`config.mk`:
```
export PLATFORM = sky130hd
export DESIGN_NAME = lpif_txrx_top
export DESIGN_NICKNAME = d
export VERILOG_FILES = /design/src/common/lpif_pkg.sv /design/src/common/phy_pkg.sv /design/src/verilog/lpif_txrx_top.sv /design/src/lpif_link/lpif_link_framer.sv /design/src/lpif_link/lpif_link_packer.sv /design/src/verilog/ll_auto_sync.sv
export SDC_FILE = /design/constraint.sdc
export NUM_CORES = 1
export LEC_CHECK = 0
export BUFFER_PORTS_ARGS = -buffer_cell sky130_fd_sc_hd__buf_2
export CAP_MARGIN = 20
export CORE_AREA = 5 5 259 261
export DETAILED_ROUTE_END_ITERATION = 10
export DIE_AREA = 0 0 264 266
export GPL_ROUTABILITY_DRIVEN = 0
export GPL_TIMING_DRIVEN = 1
export SLEW_MARGIN = 20
export SYNTH_ARGS = -nofsm -noshare
export SYNTH_HDL_FRONTEND = slang
export SYNTH_HIERARCHICAL = 1
export SYNTH_SLANG_ARGS = --single-unit
```
`constraint.sdc`:
```
create_clock -name clk_wr -period 2.31 [get_ports clk_wr]
set_input_delay 0.3465 -clock clk_wr [delete_from_list [all_inputs] [get_ports clk_wr]]
set_output_delay 0.3465 -clock clk_wr [all_outputs]
set_load 0.005 [all_outputs]
```
`src/common/lpif_pkg.sv`:
```
/* LPIF field widths, field types and the bit layout of the 153-bit link word */
`default_nettype none

package lpif_pkg;

  ////////////////////////////////////////////////////////////////////////////
  // Field widths

  localparam int STATE_W  = 4;
  localparam int PROTID_W = 2;
  localparam int DATA_W   = 128;
  localparam int CRC_W    = 16;

  // Whole flit, gen2 full-rate layout
  localparam int LINK_WORD_W = 153;

  ////////////////////////////////////////////////////////////////////////////
  // Link word layout, packed from bit 0 upward

  localparam int OFS_VALID     = 0;
  localparam int OFS_STATE     = 1;
  localparam int OFS_PROTID    = 5;
  localparam int OFS_DVALID    = 7;
  localparam int OFS_DATA      = 8;
  localparam int OFS_CRC_VALID = 136;
  // CRC sits on top and ends at bit 152
  localparam int OFS_CRC       = 137;

  ////////////////////////////////////////////////////////////////////////////
  // Field types

  typedef logic [STATE_W-1:0]     lpif_state_t;
  typedef logic [PROTID_W-1:0]    lpif_protid_t;
  typedef logic [DATA_W-1:0]      lpif_data_t;
  typedef logic [CRC_W-1:0]       lpif_crc_t;

  // Packed flit as carried between packer and framer
  typedef logic [LINK_WORD_W-1:0] link_word_t;

endpackage

`default_nettype wire
```
`src/common/phy_pkg.sv`:
```
/* PHY word type, strobe and marker positions, marker and delay types */
`default_nettype none

package phy_pkg;

  ////////////////////////////////////////////////////////////////////////////
  // Widths

  localparam int PHY_WORD_W = 160;
  localparam int MARKER_W   = 2;
  // Delay counts are in clk_wr cycles
  localparam int DELAY_W    = 16;

  ////////////////////////////////////////////////////////////////////////////
  // PHY word positions

  // Link word in the low bits
  localparam int PHY_LINK_OFS = 0;
  localparam int PHY_LINK_W   = lpif_pkg::LINK_WORD_W;
  // Strobe user bit
  localparam int PHY_STB_POS  = 153;
  // Two marker user bits
  localparam int PHY_MRK_OFS  = 154;
  // Spare bits, always driven zero
  localparam int PHY_PAD_OFS  = 156;
  localparam int PHY_PAD_W    = 4;

  ////////////////////////////////////////////////////////////////////////////
  // Types

  typedef logic [PHY_WORD_W-1:0] phy_word_t;
  typedef logic [MARKER_W-1:0]   marker_t;
  typedef logic [DELAY_W-1:0]    delay_t;

endpackage

`default_nettype wire

```
`src/verilog/lpif_txrx_top.sv`:
```
/* Single-channel LPIF adapter top level with auto-sync, packer and framer */
`timescale 1ns/1ps
`default_nettype none

module lpif_txrx_top (
  input  logic                   clk_wr,
  input  logic                   rst,

  // Raw online indications
  input  logic                   tx_online,
  input  logic                   rx_online,

  // PHY words
  output phy_pkg::phy_word_t     tx_phy0,
  input  phy_pkg::phy_word_t     rx_phy0,

  // Downstream channel
  input  lpif_pkg::lpif_state_t  dstrm_state,
  input  lpif_pkg::lpif_protid_t dstrm_protid,
  input  lpif_pkg::lpif_data_t   dstrm_data,
  input  logic                   dstrm_dvalid,
  input  lpif_pkg::lpif_crc_t    dstrm_crc,
  input  logic                   dstrm_crc_valid,
  input  logic                   dstrm_valid,

  // Upstream channel
  output lpif_pkg::lpif_state_t  ustrm_state,
  output lpif_pkg::lpif_protid_t ustrm_protid,
  output lpif_pkg::lpif_data_t   ustrm_data,
  output logic                   ustrm_dvalid,
  output lpif_pkg::lpif_crc_t    ustrm_crc,
  output logic                   ustrm_crc_valid,
  output logic                   ustrm_valid,

  // Configuration
  input  phy_pkg::marker_t       tx_mrk_userbit,
  input  logic                   tx_stb_userbit,
  input  phy_pkg::delay_t        delay_x_value,
  input  phy_pkg::delay_t        delay_y_value,
  input  phy_pkg::delay_t        delay_z_value
);

  ////////////////////////////////////////////////////////////////////////////
  // Interconnect

  logic                 tx_online_dly;
  logic                 rx_online_dly;
  logic                 tx_auto_stb;
  phy_pkg::marker_t     tx_auto_mrk;
  lpif_pkg::link_word_t tx_link_word;
  lpif_pkg::link_word_t rx_link_word;

  ////////////////////////////////////////////////////////////////////////////
  // Blocks

  ll_auto_sync u_auto_sync (
    .clk_wr         (clk_wr),
    .rst            (rst),
    .tx_online      (tx_online),
    .rx_online      (rx_online),
    .delay_x_value  (delay_x_value),
    .delay_y_value  (delay_y_value),
    .delay_z_value  (delay_z_value),
    .tx_mrk_userbit (tx_mrk_userbit),
    .tx_stb_userbit (tx_stb_userbit),
    .tx_online_dly  (tx_online_dly),
    .rx_online_dly  (rx_online_dly),
    .tx_auto_stb    (tx_auto_stb),
    .tx_auto_mrk    (tx_auto_mrk)
  );

  // FIFO and credit logic bypassed, packer feeds the framer directly
  lpif_link_packer u_packer (
    .clk_wr          (clk_wr),
    .rst             (rst),
    .dstrm_state     (dstrm_state),
    .dstrm_protid    (dstrm_protid),
    .dstrm_data      (dstrm_data),
    .dstrm_crc       (dstrm_crc),
    .dstrm_dvalid    (dstrm_dvalid),
    .dstrm_crc_valid (dstrm_crc_valid),
    .dstrm_valid     (dstrm_valid),
    .ustrm_state     (ustrm_state),
    .ustrm_protid    (ustrm_protid),
    .ustrm_data      (ustrm_data),
    .ustrm_crc       (ustrm_crc),
    .ustrm_dvalid    (ustrm_dvalid),
    .ustrm_crc_valid (ustrm_crc_valid),
    .ustrm_valid     (ustrm_valid),
    .tx_link_word    (tx_link_word),
    .rx_link_word    (rx_link_word)
  );

  lpif_link_framer u_framer (
    .clk_wr        (clk_wr),
    .rst           (rst),
    .tx_online_dly (tx_online_dly),
    .rx_online_dly (rx_online_dly),
    .tx_auto_stb   (tx_auto_stb),
    .tx_auto_mrk   (tx_auto_mrk),
    .tx_link_word  (tx_link_word),
    .rx_link_word  (rx_link_word),
    .tx_phy0       (tx_phy0),
    .rx_phy0       (rx_phy0)
  );

endmodule

`default_nettype wire

```
`src/lpif_link/lpif_link_framer.sv`:
```
/* Registered mapping between the link word and the 160-bit PHY words */
`timescale 1ns/1ps
`default_nettype none

module lpif_link_framer (
  input  logic                 clk_wr,
  input  logic                 rst,

  // From auto-sync
  input  logic                 tx_online_dly,
  input  logic                 rx_online_dly,
  input  logic                 tx_auto_stb,
  input  phy_pkg::marker_t     tx_auto_mrk,

  // Link words to and from the packer
  input  lpif_pkg::link_word_t tx_link_word,
  output lpif_pkg::link_word_t rx_link_word,

  // PHY words
  output phy_pkg::phy_word_t   tx_phy0,
  input  phy_pkg::phy_word_t   rx_phy0
);

  // Transmit word before the output register
  phy_pkg::phy_word_t tx_phy_next;

  ////////////////////////////////////////////////////////////////////////////
  // Transmit

  always_comb begin
    tx_phy_next = '0;
    tx_phy_next[phy_pkg::PHY_LINK_OFS +: phy_pkg::PHY_LINK_W] = tx_link_word;
    tx_phy_next[phy_pkg::PHY_STB_POS]                         = tx_auto_stb;
    tx_phy_next[phy_pkg::PHY_MRK_OFS +: phy_pkg::MARKER_W]    = tx_auto_mrk;
    // Spare bits stay at zero
    tx_phy_next[phy_pkg::PHY_PAD_OFS +: phy_pkg::PHY_PAD_W]   = '0;
  end

  // Nothing leaves until the transmit side is online
  always_ff @(posedge clk_wr) begin
    if (rst) begin
      tx_phy0 <= '0;
    end else if (tx_online_dly) begin
      tx_phy0 <= tx_phy_next;
    end else begin
      tx_phy0 <= '0;
    end
  end

  ////////////////////////////////////////////////////////////////////////////
  // Receive

  // Only the link slice is kept, user bits are not forwarded
  always_ff @(posedge clk_wr) begin
    if (rst) begin
      rx_link_word <= '0;
    end else if (rx_online_dly) begin
      rx_link_word <= rx_phy0[phy_pkg::PHY_LINK_OFS +: phy_pkg::PHY_LINK_W];
    end else begin
      rx_link_word <= '0;
    end
  end

endmodule

`default_nettype wire

```
`src/lpif_link/lpif_link_packer.sv`:
```
/* Downstream LPIF fields into the link word, received link word into upstream fields */
`timescale 1ns/1ps
`default_nettype none

module lpif_link_packer (
  input  logic                  clk_wr,
  input  logic                  rst,

  // Downstream flit from the LPIF side
  input  lpif_pkg::lpif_state_t  dstrm_state,
  input  lpif_pkg::lpif_protid_t dstrm_protid,
  input  lpif_pkg::lpif_data_t   dstrm_data,
  input  lpif_pkg::lpif_crc_t    dstrm_crc,
  input  logic                   dstrm_dvalid,
  input  logic                   dstrm_crc_valid,
  input  logic                   dstrm_valid,

  // Upstream flit to the LPIF side
  output lpif_pkg::lpif_state_t  ustrm_state,
  output lpif_pkg::lpif_protid_t ustrm_protid,
  output lpif_pkg::lpif_data_t   ustrm_data,
  output lpif_pkg::lpif_crc_t    ustrm_crc,
  output logic                   ustrm_dvalid,
  output logic                   ustrm_crc_valid,
  output logic                   ustrm_valid,

  // Link words to and from the framer
  output lpif_pkg::link_word_t   tx_link_word,
  input  lpif_pkg::link_word_t   rx_link_word
);

  ////////////////////////////////////////////////////////////////////////////
  // Pack

  always_ff @(posedge clk_wr) begin
    if (rst) begin
      tx_link_word <= '0;
    end else begin
      tx_link_word[lpif_pkg::OFS_VALID]                         <= dstrm_valid;
      tx_link_word[lpif_pkg::OFS_STATE +: lpif_pkg::STATE_W]    <= dstrm_state;
      tx_link_word[lpif_pkg::OFS_PROTID +: lpif_pkg::PROTID_W]  <= dstrm_protid;
      tx_link_word[lpif_pkg::OFS_DVALID]                        <= dstrm_dvalid;
      tx_link_word[lpif_pkg::OFS_DATA +: lpif_pkg::DATA_W]      <= dstrm_data;
      tx_link_word[lpif_pkg::OFS_CRC_VALID]                     <= dstrm_crc_valid;
      tx_link_word[lpif_pkg::OFS_CRC +: lpif_pkg::CRC_W]        <= dstrm_crc;
    end
  end

  ////////////////////////////////////////////////////////////////////////////
  // Unpack

  // No handshake, every word is presented as received
  always_ff @(posedge clk_wr) begin
    if (rst) begin
      ustrm_valid     <= 1'b0;
      ustrm_state     <= '0;
      ustrm_protid    <= '0;
      ustrm_dvalid    <= 1'b0;
      ustrm_data      <= '0;
      ustrm_crc_valid <= 1'b0;
      ustrm_crc       <= '0;
    end else begin
      ustrm_valid     <= rx_link_word[lpif_pkg::OFS_VALID];
      ustrm_state     <= rx_link_word[lpif_pkg::OFS_STATE +: lpif_pkg::STATE_W];
      ustrm_protid    <= rx_link_word[lpif_pkg::OFS_PROTID +: lpif_pkg::PROTID_W];
      ustrm_dvalid    <= rx_link_word[lpif_pkg::OFS_DVALID];
      ustrm_data      <= rx_link_word[lpif_pkg::OFS_DATA +: lpif_pkg::DATA_W];
      ustrm_crc_valid <= rx_link_word[lpif_pkg::OFS_CRC_VALID];
      ustrm_crc       <= rx_link_word[lpif_pkg::OFS_CRC +: lpif_pkg::CRC_W];
    end
  end

endmodule

`default_nettype wire

```
`src/verilog/ll_auto_sync.sv`:
```
/* Online delay counters with persistent strobe and marker generation */
`timescale 1ns/1ps
`default_nettype none

module ll_auto_sync (
  input  logic             clk_wr,
  input  logic             rst,

  // Raw online indications
  input  logic             tx_online,
  input  logic             rx_online,

  // Delays in clocks
  input  phy_pkg::delay_t  delay_x_value,
  input  phy_pkg::delay_t  delay_y_value,
  input  phy_pkg::delay_t  delay_z_value,

  // User bits to send once online
  input  phy_pkg::marker_t tx_mrk_userbit,
  input  logic             tx_stb_userbit,

  output logic             tx_online_dly,
  output logic             rx_online_dly,
  output logic             tx_auto_stb,
  output phy_pkg::marker_t tx_auto_mrk
);

  // Word alignment, strobe start and transmit enable counters
  phy_pkg::delay_t cnt_x;
  phy_pkg::delay_t cnt_y;
  phy_pkg::delay_t cnt_z;

  // Next-state terms for the registered outputs
  logic tx_ready;
  logic stb_ready;

  // Count up and hold at the limit
  function automatic phy_pkg::delay_t sat_inc(input phy_pkg::delay_t cnt,
                                              input phy_pkg::delay_t lim);
    if (cnt < lim) begin
      return phy_pkg::delay_t'(cnt + phy_pkg::delay_t'(1));
    end
    return cnt;
  endfunction

  ////////////////////////////////////////////////////////////////////////////
  // Transmit enable

  // Online seen on z+1 consecutive edges
  assign tx_ready = tx_online && (cnt_z >= delay_z_value);

  always_ff @(posedge clk_wr) begin
    if (rst) begin
      cnt_z         <= '0;
      tx_online_dly <= 1'b0;
      tx_auto_mrk   <= '0;
    end else begin
      // Low online restarts the count
      cnt_z         <= tx_online ? sat_inc(cnt_z, delay_z_value) : '0;
      tx_online_dly <= tx_ready;
      // Persistent marker, tracks the user bits while enabled
      tx_auto_mrk   <= tx_ready ? tx_mrk_userbit : '0;
    end
  end

  ////////////////////////////////////////////////////////////////////////////
  // Strobe start

  // Enabled side has held for y more edges
  assign stb_ready = tx_online && tx_online_dly && (cnt_y >= delay_y_value);

  always_ff @(posedge clk_wr) begin
    if (rst) begin
      cnt_y       <= '0;
      tx_auto_stb <= 1'b0;
    end else begin
      // Only counts once transmit is enabled
      cnt_y       <= (tx_online && tx_online_dly) ? sat_inc(cnt_y, delay_y_value) : '0;
      // Persistent strobe
      tx_auto_stb <= stb_ready && tx_stb_userbit;
    end
  end

  ////////////////////////////////////////////////////////////////////////////
  // Receive word alignment

  always_ff @(posedge clk_wr) begin
    if (rst) begin
      cnt_x         <= '0;
      rx_online_dly <= 1'b0;
    end else begin
      cnt_x         <= rx_online ? sat_inc(cnt_x, delay_x_value) : '0;
      rx_online_dly <= rx_online && (cnt_x >= delay_x_value);
    end
  end

endmodule

`default_nettype wire

```
; ---- Word-level counts from Yosys, hierarchy flattened
; Cells that the tools add are included.
[totals]
out_inout_bits = 313
input_bits = 368
register_bits = 672
wordCells = 53
[op_classes]
order_cmp = 6
n_bitwise = 6
reduce_logical = 11
addsub = 3
muxes = 9
[op_table]
columns = operator, n
row1 = $add A16 B1 Y16 const B, 3
row2 = $ge A16 B16 Y1, 3
row3 = $lt A16 B16 Y1, 3
row4 = $mux W16, 3
row5 = $reduce_or A2 Y1, 6
row6 = $mux W1, 6
row7 = $not A1 Y1, 6
row8 = $logic_and A1 B1 Y1, 5

; ---- Longest topological paths before layout
[logic_depth]
ltp_word = 4
depth_mapped = 10
ltp_nobuf = 8

; ---- Hierarchy
; Netlist, hierarchy kept.
[by_module_without_submodules]
columns = module, n_inst, seq_area_each_um2, cells_per_inst, area_each_um2
row1 = lpif_link_framer, 1, 6185.9, 691, 9334.0
row2 = lpif_link_packer, 1, 6125.9, 646, 8764.7
row3 = ll_auto_sync, 1, 1061.0, 457, 3737.3

; ---- Worst setup path before layout
; OpenSTA, ideal clock, no wires.
[synth_path]
path_kind = input to register
start = input delay_z_value[1]
end = register u_auto_sync.cnt_z[9]
path_stages = 9
t_required_ns = 2.194
slack_ns = 0.366
path_buffers = 1
t_arrival_ns = 1.827
setup_time_ns = 0.116
path_cell_list = inv_1 -> ha_1 -> nor2b_2 -> o211ai_2 -> a2111oi_4 -> buf_4 -> nor3_2 -> a31oi_1 -> a41o_1
[synth_between]
elab_chain_len = 3
[synth_lines]
columns = item, line
row1 = "start, declared", lpif_txrx_top.sv:40  ; input phy_pkg::delay_t delay_z_value
row2 = $lt A16 B16 Y1, ll_auto_sync.sv:40  ; if (cnt < lim) begin
row3 = $mux W1, ll_auto_sync.sv:40
row4 = $mux W1, ll_auto_sync.sv:53  ; if (rst) begin
row5 = "end signal, assigned", ll_auto_sync.sv:59  ; cnt_z <= tx_online ? sat_inc(cnt_z, delay_z_value) : '0;
row6 = "end, declared", ll_auto_sync.sv:31  ; phy_pkg::delay_t cnt_z;
; No other way between the ends. The select of a mux whose other input is x is not followed.
; A chain may end at the register's enable or synchronous reset.

; ---- Worst setup path in the final report
[layout_path]
start = register u_auto_sync.cnt_z[7]
end = register u_auto_sync.cnt_z[9]
[layout_between]
elab_chain_len = 3
word_cells_on_any_way = 5
classes_between = add/sub (1) / order compare (1) / mux (3)
[layout_lines]
columns = item, line
row1 = $lt A16 B16 Y1, ll_auto_sync.sv:40
row2 = $mux W1, ll_auto_sync.sv:40
row3 = $mux W1, ll_auto_sync.sv:53
; Parallel ways exist; a longest one is shown, timed or not. The select of a mux whose other input is x is not followed.

==> results.md <==
- Synth Register Bits: 668
- Htree depth: 3
- Register area: 13380 µm²
- Wire per inst: 17.45 µm
- Worst EP required: 2790 ps
- PwrDens: 799.5 nW/µm²
- Commonest non-fill, non-tap cell in the layout: buf_2
- Combinational share of power: 0.049
- Clock root cell: clkbuf_16
- Yosys top cell by area: dfxtp_1
- Die boundary height: 266 µm
- Period utilization: 0.9555
- Clk pwr share: 0.487
- Tot Pwr: 25.20 mW
- Compound-Gate Fraction of Synth Area: 0.02779
- Worst Clk Skew: 21.25 ps
- P_leak: 15.55 nW
- Bufs on Longest Clock Path: 3
- Clock latency on the worst-skew pair: 600 ps
- Chip width: 264 µm
- Sw Pwr: 5.317 mW
- Kind of critical path: reg2reg
- Async set-reset flop share out of synthesis: 0
- Setup violators final: 0
- WP data arrival: 2680 ps
- Worst-margin pin slew: 656.9 ps
- Worst r2r src: u_auto_sync/cnt_z[7]
- Reg-to-reg slack, setup: 100 ps
- Routed wire length: 64300 µm
- Hold Path Class: in2reg
- All-Layer GR Usage: 0.1730
- Setup crit end kind: flop
- Maximum vdd drop: 0.6514 mV
- Maxcap violations: 0
- Fin nets: 3181
- Count of cell types in the netlist: 58
- Multi-input logic area: 7432 µm²
- Grt total ovfl: 0
- Switch share: 0.2110
- Share of cells above drive strength 1: 0.3563
- Final hold violations: 0
- Util after Layout: 0.4907
- Residual DRC: 0
- XOR/XNOR share of the synthesized area: 0.005615
- Final max-slew violation count: 0
- Synth area leaders: dfxtp_1 61%, and3b_1 12%, nor2b_2 6.1%
- Post-Syn Area: 21840 µm²
- Initial drt markers: 826
- Combinational family with the most area after synthesis: simple AND/OR/NAND/NOR gates
- Initial antenna violation count: 11
- Total CTS buffers: 74
- Adder-Cell Fraction of Synth Area: 0.02922
- Drt via density: 4.353
- Crit path max fanout: 7
- Relative slew slack: 0.5620
- Syn Inst Count: 1794
- Dpl hpwl: 45270 µm
- Outcome: finished, final reports clean
- Post-synth top flop: dfxtp_1
- P_int: 19.88 mW
- RR Endpoint: u_auto_sync/cnt_z[9]
- Ports: 681
- Fillcell total: 5644
- Post-DRT Antenna Nets: 0
- Synth Area per Inst: 12.17 µm²
- Setup TNS: 0 ps
- EDFF count, synth: 0
- Core Area: 64230 µm²
- Most frequent cells in the layout: 668 x buf_2, 664 x dfxtp_1, 309 x and3b_1
- Hold Slack: 72.82 ps
- Final min period: 2207 ps
- Seq/Total Area, Yosys: 0.6124
- Largest net degree at the start of global routing: 137
- Flop pwr share: 0.464
- CP Launch Type: flop
- R2R depth: 9
- PortBufs: 669
- Routed vias: 16041
- Post-Synth Simple-Gate Area: 0.2739
- First-pass GRT wire length: 97210 µm
- Vias in the first global route: 16860
- Rows: 93
- Synth warn: 6
- Die Area: 70220 µm²
- First drt pass iteration count: 5
- Mux cell area share after synthesis: 0.001834
- Layout area overhead: 44.35%
- CP endpoint: u_auto_sync/cnt_z[9]
- Clock-pin slew on the worst setup and hold paths: 60 ps
- TritonCTS clock tree: done
- Sink Count: 668
- Starting density of the core: 0.3400
- Top cell type's share of synthesized area: 0.6124
- CP Launch Point: u_auto_sync/cnt_z[7]
- Max Freq: 453.1 MHz
[cell usage after synthesis, types with 12 or more instances]
cell / n
a21oi_1: 48
and3b_1: 309
buf_2: 35
buf_6: 41
clkbuf_1: 23
dfxtp_1: 668
ha_1: 51
inv_1: 57
nand2_1: 42
nand3_1: 12
nand4_1: 14
nor2_1: 24
nor2b_1: 158
nor2b_2: 151
o21ai_0: 25
or3_1: 21
xnor2_1: 13
[cells by family after synthesis]
kind of cell,count (synthesis)
buffers and inverters,174
multiplexers,4
XOR/XNOR,14
flip-flops,668
AO/OA/AOI/OAI,100
adder cells (fa/ha/maj),51
other,1
AND/OR/NAND/NOR,782
[power groups by stage]
stage	logic [mW]	registers (mW)	clock network (mW)
3_3_place_gp	0.766	11.9	0
4_1_cts	1.24	11.7	12.6
2_1_floorplan	0.469	11.9	0
5_1_grt	1.35	11.7	13.1
3_5_place_dp	0.782	12.0	0
6_report	1.23	11.7	12.3
[per-layer routing]
| layer | wire [µm] | track usage | vias to the layer above |
|---|---|---|---|
| met4 | 1908 | 0.05594 | 6 |
| li1 | - | - | 7858 |
| met5 | 24 | 0 | - |
| met3 | 4838 | 0.05947 | 128 |
| met2 | 32160 | 0.3066 | 500 |
| met1 | 25380 | 0.1964 | 7549 |
[flip-flops by register name (all words and copies together) (netlist names)]
name                       flops
u_packer/tx_link_word        153
u_packer/ustrm_crc_valid       1
u_auto_sync/cnt_y             16
u_auto_sync/tx_online_dly      1
u_auto_sync/cnt_z             16
u_auto_sync/rx_online_dly      1
u_packer/ustrm_valid           1
u_auto_sync/tx_auto_mrk        2
u_framer/rx_link_word        153
u_packer/ustrm_data          128
u_framer/tx_phy0             156
u_packer/ustrm_crc            16
u_auto_sync/tx_auto_stb        1
u_packer/ustrm_state           4
u_auto_sync/cnt_x             16
u_packer/ustrm_protid          2
u_packer/ustrm_dvalid          1
[worst min-delay path by stage]
stage                          startpoint                    endpoint  cells past startpoint
3_3_place_gp   u_framer/rx_link_word[112]    u_packer/ustrm_data[104]                      1
4_1_cts                       rx_phy0[81]   u_framer/rx_link_word[81]                      2
3_5_place_dp    u_framer/rx_link_word[50]     u_packer/ustrm_data[42]                      1
5_1_grt                     dstrm_crc[12]  u_packer/tx_link_word[149]                      2
6_report                    dstrm_crc[12]  u_packer/tx_link_word[149]                      2
2_1_floorplan  u_framer/rx_link_word[137]       u_packer/ustrm_crc[0]                      1
[timing repair]
| action | CTS | global route |
|---|---|---|
| hold buffers | 307 | 0 |
| endpoints found under the setup margin | 10 | 19 |
| setup buffers | 1 | 0 |
| gates cloned | 0 | 0 |
| pin swaps | 1 | 2 |
| hold endpoints to repair | 307 | 0 |
| gates resized for setup | 0 | 7 |
[critical path: stages, from the launching register on]
cell     delay, ps
dfxtp_2        350
ha_1           300
buf_4          150
a21oi_1        180
o21a_1         170
o22ai_2        170
buf_12         190
nor3_4         260
a31oi_1        120
a41o_1         220
[through the flow]
step                      std cells  area, µm²  setup WS (ps)
after floorplan                1797      21850          366.4
after global placement         3233      25770         -86.21
after detailed placement       3233      25770         -173.6
after CTS                      3676      31460          5.445
after global routing           3682      31510         -67.87
final                          3685      31520          102.8
[cell type report]
| cell class | instances | area share |
|---|---|---|
| Antenna cell | 9 | 0.0007145 |
| Multi-Input combinational cell | 955 | 0.2358 |
| Sequential cell | 668 | 0.4246 |
| Inverter | 57 | 0.006788 |
| Clock inverter | 25 | 0.01282 |
| Clock buffer | 110 | 0.06970 |
| Tap cell | 855 | 0.03394 |
| Timing Repair Buffer | 1006 | 0.2157 |
(Power assumes the default switching activity.)
